[src/verilog/pixel_pkg.sv]
`default_nettype none

// block geometry and the sample types shared by the encoder units
package pixel_pkg;

    // ======================================================================
    // samples and beats
    // ======================================================================

    // unsigned luma sample
    typedef logic [7:0] pixel_t;

    // input beat index, 0..23 within one block
    typedef logic [4:0] beat_t;

    // samples in one 4x4 block
    localparam int BLOCK_PIXELS = 16;

    // top row then left column, ahead of the block pixels
    localparam int REF_BEATS = 8;

    // ======================================================================
    // intra 4x4 prediction modes
    // ======================================================================

    typedef enum logic [1:0] {
        mode_dc,
        mode_horizontal,
        mode_vertical
    } pred_mode_t;

endpackage

`default_nettype wire

[src/verilog/mode_decision.sv]
`timescale 1ns/1ns
`default_nettype none

module mode_decision
    import pixel_pkg::*;
#(
    parameter int SAD_W = 12
) (
    input  logic       clk,
    input  logic       rst_n,
    input  logic       in_valid,
    input  pixel_t     in_pixel,
    input  beat_t      beat,
    output pred_mode_t best_mode,
    output pixel_t     dc_pred,
    output pixel_t     top_ref  [0:3],
    output pixel_t     left_ref [0:3]
);

    logic [10:0]      ref_sum;
    logic [3:0]       pix_idx;
    logic [SAD_W-1:0] sad_dc;
    logic [SAD_W-1:0] sad_hor;
    logic [SAD_W-1:0] sad_ver;

    function automatic pixel_t abs_diff(input pixel_t a, input pixel_t b);
        abs_diff = (a > b) ? a - b : b - a;
    endfunction

    // ======================================================================
    // reference capture and dc value
    // ======================================================================

    always_ff @(posedge clk) begin
        if (in_valid && beat < beat_t'(4)) begin
            top_ref[beat[1:0]] <= in_pixel;
        end else if (in_valid && beat < beat_t'(REF_BEATS)) begin
            left_ref[beat[1:0]] <= in_pixel;
        end
    end

    always_comb begin
        ref_sum = '0;
        for (int i = 0; i < 4; i++) begin
            ref_sum = ref_sum + top_ref[i] + left_ref[i];
        end
    end

    assign dc_pred = pixel_t'(ref_sum >> 3);

    // ======================================================================
    // sad accumulation over the block pixels
    // ======================================================================

    // row in bits 3:2, column in bits 1:0
    assign pix_idx = 4'(beat - beat_t'(REF_BEATS));

    always_ff @(posedge clk or negedge rst_n) begin
        if (!rst_n) begin
            sad_dc  <= '0;
            sad_hor <= '0;
            sad_ver <= '0;
        end else if (in_valid && beat == '0) begin
            sad_dc  <= '0;
            sad_hor <= '0;
            sad_ver <= '0;
        end else if (in_valid && beat >= beat_t'(REF_BEATS)) begin
            sad_dc  <= sad_dc + SAD_W'(abs_diff(in_pixel, dc_pred));
            sad_hor <= sad_hor + SAD_W'(abs_diff(in_pixel, left_ref[pix_idx[3:2]]));
            sad_ver <= sad_ver + SAD_W'(abs_diff(in_pixel, top_ref[pix_idx[1:0]]));
        end
    end

    // horizontal wins a tie with vertical, dc wins any tie with the winner
    always_comb begin
        if (sad_ver >= sad_hor && sad_dc > sad_hor) begin
            best_mode = mode_horizontal;
        end else if (sad_hor > sad_ver && sad_dc > sad_ver) begin
            best_mode = mode_vertical;
        end else begin
            best_mode = mode_dc;
        end
    end

endmodule

`default_nettype wire

[config.mk]
export PLATFORM = sky130hd
export DESIGN_NAME = mode_decision
export DESIGN_NICKNAME = d
export VERILOG_FILES = /design/src/verilog/pixel_pkg.sv /design/src/verilog/mode_decision.sv
export SDC_FILE = /design/constraint.sdc
export NUM_CORES = 1
export LEC_CHECK = 0
export ABC_AREA = 0
export BUFFER_PORTS_ARGS = -buffer_cell sky130_fd_sc_hd__buf_4
export CAP_MARGIN = 20
export CORE_UTILIZATION = 40
export CTS_BUF_LIST = sky130_fd_sc_hd__clkbuf_2 sky130_fd_sc_hd__clkbuf_4 sky130_fd_sc_hd__clkbuf_8
export DETAILED_ROUTE_END_ITERATION = 16
export GPL_ROUTABILITY_DRIVEN = 0
export PLACE_DENSITY_LB_ADDON = 0.08
export SYNTH_ARGS = -nofsm -noshare
export SYNTH_HDL_FRONTEND = slang
export SYNTH_SLANG_ARGS = --single-unit
[constraint.sdc]
create_clock -name clk -period 8.9 [get_ports clk]
set_input_delay 1.335 -clock clk [delete_from_list [all_inputs] [get_ports clk]]
set_output_delay 1.335 -clock clk [all_outputs]
set_load 0.05 [all_outputs]
==> out/qor.yml <==
run_status: "finished clean"
async_reset_ff_frac: 0.360
nets: 1179
antenna_found_initial: 0
avgViaCountPerCell: 5.32
rsz0062_at_grt: "false"
synth_top_area_frac: 0.211
layout_setup_ws_ns: 0.517
design_area_um2: 10400
synth_edf_count: 64
row_count: 54
power.density_nw_per_um2: 264
ant_nets: 0
avgRoutedWirePerCell_um: 18.8
pre_cts_ws_ns: 0.473
critPathMaxFanout: 6
fmaxAchievable_ghz: 0.119
finalCritPeriodShare: 0.942
p_leak_nw: 4.91
synthCells: 899
fin_skew_ns: 0.0201
routed_wl_mm: 24.0
port_buffers: 89
first_iter_violations: 392
dieArea_um2: 23400
max_cap_viol_count: 0
min_period_ns: 8.38
dp_cells: 1262
hold_slack_ns: 0.592
synth.distinct_cells: 66
die_w_um: 153
diodes: 0
track_usage: 0.215
arrival_ns: 8.68
cts_root_buf: "clkbuf_8"
tritoncts: "yes"
grt_overflow: 0
hp-start: "sad_ver[9]"
drc: 0
clk_latency_ns: 0.40
tightest_slew_ns: 1.01
cp-start-kind: "flip-flop"
slew_viol_final: 0
area_delta_synth_final_pct: 13.8
synth_most_common_cell: "inv_1"
dr.pass1.iters: 5
cts_buffer_depth: 2
numCtsBuffers: 9
hpwl_mm: 19.4
r2r-end: "sad_dc[10]"
crit_path_max_incr_delay_ns: 0.54
synth_common_cells: "inv_1, ha_1, edfxtp_1"
synth-seq-cells: 100
synth.largest_area_cell: "edfxtp_1"
grt_max_degree: 37
r2r_slack_ns: 0.52
numClockSinks: 100
rr_worst_depth: 31
critical_path_class: "flip-flop to flip-flop"
final_hold_viol_count: 0
vias: 6810
timing.rr.start: "top_ref[4]"
synthTopCellsByArea: "edfxtp_1, ha_1, fa_1, dfrtp_1, inv_1"
min_to: "sad_ver[9]"
worstSetupEndpointType: "flip-flop"
synth_warnings: 0
grt_pass1_vias: 6819
htree_levels: 3
final_util: 0.469
crit_top_cell: "inv_1"
synth_fp_nets: 1082
worstPathRequired_ns: 9.19
layout-drive-gt1-share: 0.152
clkSlewWorstSetupHoldPaths_ns: 0.12
max-slew-margin-rel: 0.327
io_pins: 90
synth_ff_type: "edfxtp_1"
p_total_mw: 2.73
placed_cell_area_um2: 10100
worst_path_max_delay_cell: "fa_1"
fin_cells: 1280
fin_setup_tns_ns: 0
die_h_um: 153
synth_area_per_cell_um2: 10.1
ys_seq_area_frac: 0.310
finalSetupViolations: 0
syn_area_um2: 9100
peakVddDrop_mv: 0.123
worstHoldPathCells: 2
grt_pass1_wl_mm: 38.4
coreArea_um2: 22100
hold_path.class: "flip-flop to flip-flop"
initial_core_util: 0.412
-- report_power, final --
group | switching [mW] | internal [mW] | total, mW
registers | 0.0823 | 0.571 | 0.653
clock network | 0.191 | 0.107 | 0.298
logic | 1.03 | 0.754 | 1.78
-- routing by layer --
metal	global-route usage	wire, um	share of wire	vias up
met5	0	0	0	-
met4	0.0577	320	0.013	0
met3	0.0224	882	0.037	18
met2	0.328	10600	0.44	142
met1	0.324	12300	0.51	3337
li1	-	-	-	3313
-- worst max-delay path by stage --
stage | cells past startpoint | endpoint | start
global placement | 30 | sad_dc[10] | top_ref[3]
CTS | 30 | sad_dc[10] | top_ref[3]
global route | 31 | sad_dc[10] | top_ref[4]
finish | 31 | sad_dc[10] | top_ref[4]
detailed placement | 30 | sad_dc[10] | top_ref[3]
floorplan | 31 | sad_dc[10] | top_ref[4]
-- cells by family after synthesis --
kind of cell,count (synthesis),synth area share
adder cells (fa/ha/maj),167,0.275
multiplexers,42,0.0694
XOR/XNOR,38,0.0366
AND/OR/NAND/NOR,175,0.0984
AO/OA/AOI/OAI,176,0.128
buffers and inverters,201,0.0832
flip-flops,100,0.310
-- state kept, by name, summed over array words and instances, names as in the netlist --
signal	cells
left_ref	32
sad_hor	12
sad_dc	12
sad_ver	12
top_ref	32
-- timing repair --
item	in CTS	in global routing
gates resized for setup	0	1
hold buffers	0	0
endpoints found under the setup margin	0	1
buffers inserted	0	3
-- final cells by class --
class	count	area, um^2
Multi-Input combinational cell	598	5530
Inverter	186	698
Fill cell	2106	11700
Timing Repair Buffer	101	769
Sequential cell	100	2820
Tap cell	280	350
Clock buffer	9	124
Clock inverter	6	58.8
-- layout by cell type, fill, tap and decap left out, drive strengths merged, types with 3 or more instances in the layout --
master,instances
nor4,5
mux2i,17
a21boi,7
a21oi,37
nor3,19
a221oi,3
a21o,20
a211oi,5
o21ai,46
fa,55
nand3b,3
dfrtp,36
a31oi,8
o32ai,4
and3,6
clkbuf,9
o22ai,13
nor2,39
o31ai,5
and2,5
inv,189
edfxtp,64
nand3,10
ha,112
mux4,16
nand4,15
buf,101
nand2,33
mux2,9
or3,6
nor2b,18
xnor2,23
nand2b,10
xor2,15
a2111oi,3
-- worst max-delay path, delay by kind of cell (launching register included) --
kind / cells / cell delay (ns)
AND/OR/NAND/NOR: 6 / 1.46
adder cells (fa/ha/maj): 7 / 3.01
buffers and inverters: 5 / 0.27
multiplexers: 2 / 0.63
flip-flops: 1 / 0.39
AO/OA/AOI/OAI: 10 / 2.32
XOR/XNOR: 1 / 0.20
(Power assumes the default switching activity.)
