**src/verilog/pixel_pkg.sv**
```systemverilog
`default_nettype none

// block geometry and the sample types shared by the encoder units
package pixel_pkg;

    // ======================================================================
    // samples and beats
    // ======================================================================

    // unsigned luma sample
    typedef logic [7:0] pixel_t;

    // input beat index, 0..23 within one block
    typedef logic [4:0] beat_t;

    // samples in one 4x4 block
    localparam int BLOCK_PIXELS = 16;

    // top row then left column, ahead of the block pixels
    localparam int REF_BEATS = 8;

    // ======================================================================
    // intra 4x4 prediction modes
    // ======================================================================

    typedef enum logic [1:0] {
        mode_dc,
        mode_horizontal,
        mode_vertical
    } pred_mode_t;

endpackage

`default_nettype wire

```
**src/verilog/quant_pkg.sv**
```systemverilog
`default_nettype none

// quantiser types and the forward quantisation tables
package quant_pkg;

    typedef logic [4:0] qp_t;
    typedef logic signed [31:0] coef_t;
    // pixel minus prediction, -255..255
    typedef logic signed [8:0] residual_t;

    // ======================================================================
    // quantisation tables
    // ======================================================================

    // multiplier per qp%6 row and coefficient position class
    function automatic logic [13:0] mult_factor(input logic [2:0] qp_rem,
                                                input logic [3:0] pos);
        logic [13:0] class_a;
        logic [13:0] class_b;
        logic [13:0] class_c;
        case (qp_rem)
            3'd0:    {class_a, class_b, class_c} = {14'd13107, 14'd5243, 14'd8066};
            3'd1:    {class_a, class_b, class_c} = {14'd11916, 14'd4660, 14'd7490};
            3'd2:    {class_a, class_b, class_c} = {14'd10082, 14'd4194, 14'd6554};
            3'd3:    {class_a, class_b, class_c} = {14'd9362, 14'd3647, 14'd5825};
            3'd4:    {class_a, class_b, class_c} = {14'd8192, 14'd3355, 14'd5243};
            default: {class_a, class_b, class_c} = {14'd7282, 14'd2893, 14'd4559};
        endcase
        case (pos)
            4'd0, 4'd2, 4'd8, 4'd10:  mult_factor = class_a;
            4'd5, 4'd7, 4'd13, 4'd15: mult_factor = class_b;
            default:                  mult_factor = class_c;
        endcase
    endfunction

    // 15..19 for qp 0..29
    function automatic logic [4:0] quant_bits(input qp_t qp);
        quant_bits = 5'(15 + qp / 6);
    endfunction

    // 2^qbits / 3, truncated
    function automatic logic [17:0] rounding_offset(input qp_t qp);
        rounding_offset = 18'((32'd1 << quant_bits(qp)) / 3);
    endfunction

endpackage

`default_nettype wire

```
**src/verilog/block_buffer.sv**
```systemverilog
`timescale 1ns/1ns
`default_nettype none

module block_buffer
    import pixel_pkg::*, quant_pkg::*;
(
    input  logic   clk,
    input  logic   rst_n,
    input  logic   in_valid,
    input  pixel_t in_pixel,
    input  qp_t    in_qp,
    output beat_t  beat,
    output pixel_t block_pixels [0:BLOCK_PIXELS-1],
    output qp_t    qp,
    output logic   block_done
);

    logic       last_beat;
    logic [3:0] pix_idx;

    assign last_beat = (beat == beat_t'(REF_BEATS + BLOCK_PIXELS - 1));
    // raster position of the current block pixel
    assign pix_idx = 4'(beat - beat_t'(REF_BEATS));

    // shared beat counter, wraps after the last pixel
    always_ff @(posedge clk or negedge rst_n) begin
        if (!rst_n) begin
            beat       <= '0;
            block_done <= 1'b0;
        end else begin
            block_done <= in_valid && last_beat;
            if (in_valid) begin
                beat <= last_beat ? '0 : beat + 1'b1;
            end
        end
    end

    always_ff @(posedge clk) begin
        if (in_valid && beat == '0) begin
            qp <= in_qp;
        end
        if (in_valid && beat >= beat_t'(REF_BEATS)) begin
            block_pixels[pix_idx] <= in_pixel;
        end
    end

endmodule

`default_nettype wire

```
**config.mk**
```make
export PLATFORM = sky130hd
export DESIGN_NAME = block_buffer
export DESIGN_NICKNAME = d
export VERILOG_FILES = /design/src/verilog/pixel_pkg.sv /design/src/verilog/quant_pkg.sv /design/src/verilog/block_buffer.sv
export SDC_FILE = /design/constraint.sdc
export NUM_CORES = 1
export LEC_CHECK = 0
export ABC_AREA = 1
export BUFFER_PORTS_ARGS = -buffer_cell sky130_fd_sc_hd__buf_2
export CORE_MARGIN = 1.5
export CORE_UTILIZATION = 55
export CTS_BUF_LIST = sky130_fd_sc_hd__clkbuf_4
export DETAILED_ROUTE_END_ITERATION = 6
export PLACE_DENSITY = 0.87
export SETUP_SLACK_MARGIN = 0.05
export SLEW_MARGIN = 25
export SYNTH_ARGS = -nofsm -noshare
export SYNTH_HDL_FRONTEND = slang
export SYNTH_SLANG_ARGS = --single-unit
```
**constraint.sdc**
```tcl
create_clock -name clk -period 5.9 [get_ports clk]
set_input_delay 0.295 -clock clk [delete_from_list [all_inputs] [get_ports clk]]
set_output_delay 0.295 -clock clk [all_outputs]
set_load 0.02 [all_outputs]
```
==> results of run 1 <==
## cells by family (layout without fill, tap and decap cells)
logic type / count (synthesis) / in the layout
adders and majority gates: 4 / 4
other: 0 / 1
and+or+nand+nor: 45 / 45
DFF: 139 / 139
buffers and inverters: 11 / 202
AOI/OAI and AO/OA: 3 / 3
xor gates and xnor gates: 1 / 1
## layout by cell type (no fill, tap or decap), types with 3 or more instances in the layout
master / netlist / final
nand2_2: 4 / 4
nor2_1: 16 / 16
nand2_1: 17 / 17
buf_2: 0 / 154
clkbuf_4: 0 / 17
edfxtp_1: 133 / 133
clkinvlp_4: 0 / 4
inv_6: 0 / 3
bufinv_16: 0 / 3
inv_2: 4 / 4
ha_1: 4 / 4
dlygate4sd3_1: 0 / 6
dfrtp_1: 6 / 6
inv_1: 6 / 6
## how the worst min path moves through the flow
stage,from,to,slack (ns),cells after the start
3_3_place_gp,rst_n,beat[0],0.13,1
5_1_grt,rst_n,beat[3],0.1,2
3_5_place_dp,rst_n,beat[1],0.14,1
2_1_floorplan,rst_n,beat[0],-0.0006,0
6_report,rst_n,beat[3],0.13,2
4_1_cts,rst_n,beat[3],0.09,2
## power by group through the flow
stage / sequential, W / combinational, W / clock [W]
finish: 0.00122 / 0.000317 / 0.000670
global route: 0.00122 / 0.000341 / 0.000719
CTS: 0.00122 / 0.000319 / 0.000677
detailed placement: 0.00124 / 0.000311 / 0
global placement: 0.00123 / 0.000299 / 0
floorplan: 0.00130 / 0.000118 / 0
## area by class of cell
cell class,count,share of cell area
Sequential cell,139,0.720
Timing Repair Buffer,160,0.144
Multi-Input combinational cell,53,0.0513
Clock inverter,15,0.0330
Clock buffer,17,0.0222
Tap cell,102,0.0222
Inverter,10,0.00652
Antenna cell,1,0.000435
## state kept, by name, summed over array words and instances (netlist names)
name          count
qp                5
beat              5
block_done        1
block_pixels    128
## layer usage
| metal | vias up | track usage |
|---|---|---|
| met5 | - | 0 |
| met4 | 0 | 0.128 |
| met3 | 11 | 0.0797 |
| met2 | 196 | 0.409 |
| met1 | 1223 | 0.320 |
| li1 | 1124 | - |
## worst max-delay path: cells and delay by family, from the launching register on
family | cells | cell delay [ns]
adder cells (fa/ha/maj) | 1 | 0.27
flip-flops | 1 | 0.49
AND/OR/NAND/NOR | 2 | 0.84
## through the flow
stage / std cells / hold WS [ns] / setup slack, ns / utilization / power (W)
3_5_place_dp: 458 / 0.136 / 3.92 / 0.688 / 0.00155
4_1_cts: 496 / 0.0858 / 3.88 / 0.737 / 0.00221
2_1_floorplan: 203 / -0.000591 / 3.79 / - / 0.00142
3_3_place_gp: 458 / 0.130 / 4.07 / 0.688 / 0.00153
5_1_grt: 497 / 0.0993 / 3.77 / 0.737 / 0.00228
6_report: 497 / 0.126 / 3.93 / 0.737 / 0.00220
## repair_timing
action / 4_1_cts / 5_1_grt
endpoints found under the hold margin: 11 / 0
hold buffers: 6 / 0
setup buffers: 0 / 0
==> flow_summary.ini, run 1 <==
[layout]
fin_area_um2 = 5760
multiInputGateArea_um2 = 295
n_fill_cell = 471
area_growth_pct = 28.6
nets = 401
drive_gt1_frac = 0.505
regArea_um2 = 4140

[worst_setup_path]
start_kind = flop
slowest_stage = nor4_2
cp-end-kind = flop
cp-startpoint = beat[0]
path_cells = ha_1 > nand2_2 > nor4_2
r2r_slack_ns = 3.93
r2r_end = block_pixels[36]
endpoint = block_pixels[36]
worstReg2RegStart = beat[0]
cp.required_ns = 6.03
worstPathMaxFanout = 8
critPathKind = reg2reg
reg2reg_depth = 3
cp_slowest_stage_delay_ns = 0.72
crit_arrival_ns = 2.10

[synth]
yosys.cell_types.count = 17
synth_warnings = 0
synth_top_area_cell = edfxtp_1
synth_fa_ha_area_frac = 0.0112
synth.avg_cell_area_um2 = 22.0
synthArstFlopShare = 0.0432
synth-simple-area-share = 0.0458
netlist_top_cells_area = edfxtp_1, dfrtp_1, nand2_1, nor2_1, ha_1
synth_xor_area_frac = 0.00196
synth_nets = 223
synth_seq_cells = 139
netlist_instances = 203
synth-edff-count = 133
syn_area_um2 = 4480
synth_top_cell_area_share = 0.892
synth_compound_area_frac = 0.00419
synth_most_common_cell = edfxtp_1
synth_top_family_by_area = simple AND/OR/NAND/NOR gates
synth-main-ff-cell = edfxtp_1
synth_common_cells = edfxtp_1, nand2_1, nor2_1
ys_seq_area_frac = 0.926
synthMuxAreaShare = 0

[floorplanning]
num_rows = 32
fp.dieH_um = 93.2
io_pins = 155
design.die.area_um2 = 8690
core_area_um2 = 7810
initial_core_util = 0.573
dieWidth_um = 93.2

[route]
avgViaCountPerCell = 5.14
met2_length_um = 5200
met1Wirelength_um = 3850
drtIter0Drc = 284
wire_per_inst_um = 20.9
drc = 0
routed_wl_um = 10400
highest_layer = met4
antenna_left = 0
met3_length_um = 1180
firstDrtPassIters = 4
num_vias = 2554

[global_routing]
grt_pass1_wl_um = 15000
grt_pass1_vias = 2610
antenna_found_initial = 1
grt.overflow.total = 0
grt_max_degree = 17
grt_usage = 0.256

[power]
p_switching_w = 0.000656
p_sw_frac = 0.298
pwr-share-comb = 0.144
power_density_nw_per_um2 = 383
sequentialPowerShare = 0.552
p_leak_nw = 2.23
p_int_w = 0.00155
clockPowerShare = 0.304
ir_worst_vdd_v = 0.000224

[clock_network]
cts_tree = built
clk_path_buf_depth = 2
post_cts_resized = 0
clock_latency_ns = 0.52
cts_root_buffer = clkbuf_4
clk_pin_slew_worst_paths_ns = 0.13
htreeDepth = 4
clock_sinks = 139
cts_buffers = 17

[sta]
rsz0062_at_grt = false
hold_viol_final = 0
period_needed_ns = 1.97
worst_pin_slew_ns = 0.946
drv_slew = 0
slew_headroom = 0.364
finalSetupTns_ns = 0
fmax_mhz = 506
finalCritPeriodShare = 0.335
setup_violations = 0
skew_ns = 0.0306

[run_status]
status = completed

[worst_hold_path]
min_path_type = in2async

[run]
drv_cap = 0

[placed_design]
place_hpwl_um = 6580
port_buffers = 154
placed_cell_area_um2 = 5380
finalWeightedCongestion = 0.803
(Power assumes the default switching activity.)
==> inputs of run 2 (changes only) <==
--- a/config.mk
+++ b/config.mk
@@ -5,13 +5,13 @@
 export SDC_FILE = /design/constraint.sdc
 export NUM_CORES = 1
 export LEC_CHECK = 0
-export ABC_AREA = 1
+export ABC_AREA = 0
 export BUFFER_PORTS_ARGS = -buffer_cell sky130_fd_sc_hd__buf_2
 export CORE_MARGIN = 1.5
-export CORE_UTILIZATION = 55
+export CORE_UTILIZATION = 51
 export CTS_BUF_LIST = sky130_fd_sc_hd__clkbuf_4
 export DETAILED_ROUTE_END_ITERATION = 6
-export PLACE_DENSITY = 0.87
+export PLACE_DENSITY = 0.81
 export SETUP_SLACK_MARGIN = 0.05
 export SLEW_MARGIN = 25
 export SYNTH_ARGS = -nofsm -noshare
==> constraint.sdc (replaced) <==
create_clock -name clk -period 1.88 [get_ports clk]
set_input_delay 0.094 -clock clk [delete_from_list [all_inputs] [get_ports clk]]
set_output_delay 0.094 -clock clk [all_outputs]
set_load 0.02 [all_outputs]
==> flow_summary.ini, run 2 <==
[floorplanning]
core_area_um2 = 8640
design.die.area_um2 = 9360
num_rows = 34
dieWidth_um = 96.8
initial_core_util = 0.519
io_pins = 155
fp.dieH_um = 96.8

[sta]
skew_ns = 0.0147
whs_ns = 0.292
drv_slew = 0
period_needed_ns = 1.57
worst_pin_slew_ns = 0.461
fmax_mhz = 639
rsz0062_at_grt = false
finalSetupTns_ns = 0
finalCritPeriodShare = 0.833
hold_viol_final = 0
setup_violations = 0
slew_headroom = 0.693

[synth]
synth.avg_cell_area_um2 = 23.4
synth_most_common_cell = edfxtp_1
synth_nets = 212
yosys.cell_types.count = 24
synth-edff-count = 133
netlist_instances = 192
netlist_top_cells_area = edfxtp_1, dfrtp_1, ha_1, nor2_1, mux2_4
synth_seq_cells = 139
ys_seq_area_frac = 0.924
synth_common_cells = edfxtp_1, nor2_1, nand2_1
synth_warnings = 0
syn_area_um2 = 4480
synth_top_area_cell = edfxtp_1
synthArstFlopShare = 0.0432
synth-main-ff-cell = edfxtp_1
synth_top_cell_area_share = 0.891

[worst_setup_path]
cp.required_ns = 2.11
start_kind = flop
slowest_stage = dfrtp_1
cp_num_buf_inv = 1
cp-end-kind = flop
cp_slowest_stage_delay_ns = 0.48
critPathKind = reg2reg
crit_arrival_ns = 1.80
worstPathMaxFanout = 8
path_cells = ha_1 > nand2_1 > nor3_1 > buf_4
cp_top_family = flip-flops

[clock_network]
cts_root_buffer = clkbuf_4
clk_path_buf_depth = 2
cts_buffers = 17
clk_pin_slew_worst_paths_ns = 0.12
clock_sinks = 139
clock_latency_ns = 0.50
cts_tree = built
htreeDepth = 4

[layout]
largestRegisters = block_pixels x128, beat x5, qp x5
final_cell_mix = buf_2, edfxtp_1, buf_4
drive_gt1_frac = 0.509
area_growth_pct = 32.8
multiInputGateArea_um2 = 300
regArea_um2 = 4140
nets = 415
diodes = 0
fin_area_um2 = 5960
final_cells = 515
n_fill_cell = 568
final_common_cell = buf_2
largest_register_ffs = 128
top_register = block_pixels

[route]
num_vias = 2539
avgViaCountPerCell = 4.93
firstDrtPassIters = 4
wire_per_inst_um = 18.6
drc = 0
antenna_left = 0
routed_wl_um = 9590
drtIter0Drc = 118

[global_routing]
grt_pass1_wl_um = 14400
grt_usage = 0.212
grt.overflow.total = 0
grt_max_degree = 18
antenna_found_initial = 0
grt_pass1_vias = 2585

[power]
p_leak_nw = 2.32
power_density_nw_per_um2 = 1110
ir_worst_vdd_v = 0.000516

[placed_design]
place_hpwl_um = 6310
placed_cell_area_um2 = 5500
finalWeightedCongestion = 0.862
port_buffers = 154
dp.cells = 468

[run]
drv_cap = 0

[worst_hold_path]
min_path_type = in2reg

[run_status]
status = completed
[run 2: what timing repair did]
item,4_1_cts,5_1_grt
hold buffers,16,0
buffers inserted,0,0
endpoints found under the setup margin,0,0
resized for setup,0,0
endpoints found under the hold margin,63,0
[run 2: final timing paths]
check | from | endpoint | slack, ns | cells past startpoint
worst max-delay path | beat[0] | block_pixels[39] | 0.31 | 4
worst min-delay path | in_qp[0] | qp[0] | 0.29 | 2
worst max register to register | beat[0] | block_pixels[39] | 0.31 | 4
worst min register to register | beat[0] | beat[0] | 0.66 | 2
max in group asynchronous | rst_n | beat[1] | 1.13 | 3
min in group asynchronous | rst_n | block_done | 0.52 | 3
[run 2: cell type report]
type | count | area share
Timing Repair Buffer | 188 | 0.179
Sequential cell | 139 | 0.696
Clock inverter | 14 | 0.0288
Tap cell | 108 | 0.0227
Inverter | 3 | 0.00189
Multi-Input combinational cell | 46 | 0.0504
Clock buffer | 17 | 0.0214
[run 2: layer usage]
layer	share of wire	track usage	vias to the layer above	wire length (um)
met5	0	0	-	0
met4	0.016	0.0758	0	155
met3	0.064	0.0809	18	612
met2	0.50	0.340	122	4770
met1	0.42	0.266	1244	4050
li1	-	-	1155	-
[run 2: worst reg2reg max path, cell delays in order (launching register included)]
cell and delay (ns):
dfrtp_1 0.48, ha_1 0.31, nand2_1 0.13, nor3_1 0.18
buf_4 0.21
[run 2: cells by family after synthesis]
family          Yosys count  share of synthesized area
simple gates             36                     0.0435
mux                       2                    0.00670
compound gates            3                    0.00363
xor+xnor                  1                    0.00195
fa+ha+maj                 4                     0.0112
flops                   139                      0.924
buf+inv                   7                    0.00893
[run 2: stage by stage]
step / worst slack, ns / power [W] / utilization
2_1_floorplan: -0.0257 / 0.00431 / -
3_3_place_gp: 0.397 / 0.00464 / 0.636
3_5_place_dp: 0.294 / 0.00467 / 0.636
4_1_cts: 0.300 / 0.00663 / 0.690
5_1_grt: 0.209 / 0.00685 / 0.690
6_report: 0.315 / 0.00659 / 0.690
[run 2: report_power, final]
part | switching (W) | internal [W] | total [W]
logic | 0.000563 | 0.000312 | 0.000875
registers | 0.000155 | 0.00360 | 0.00375
clock network | 0.00105 | 0.000921 | 0.00197
total | 0.00177 | 0.00483 | 0.00659
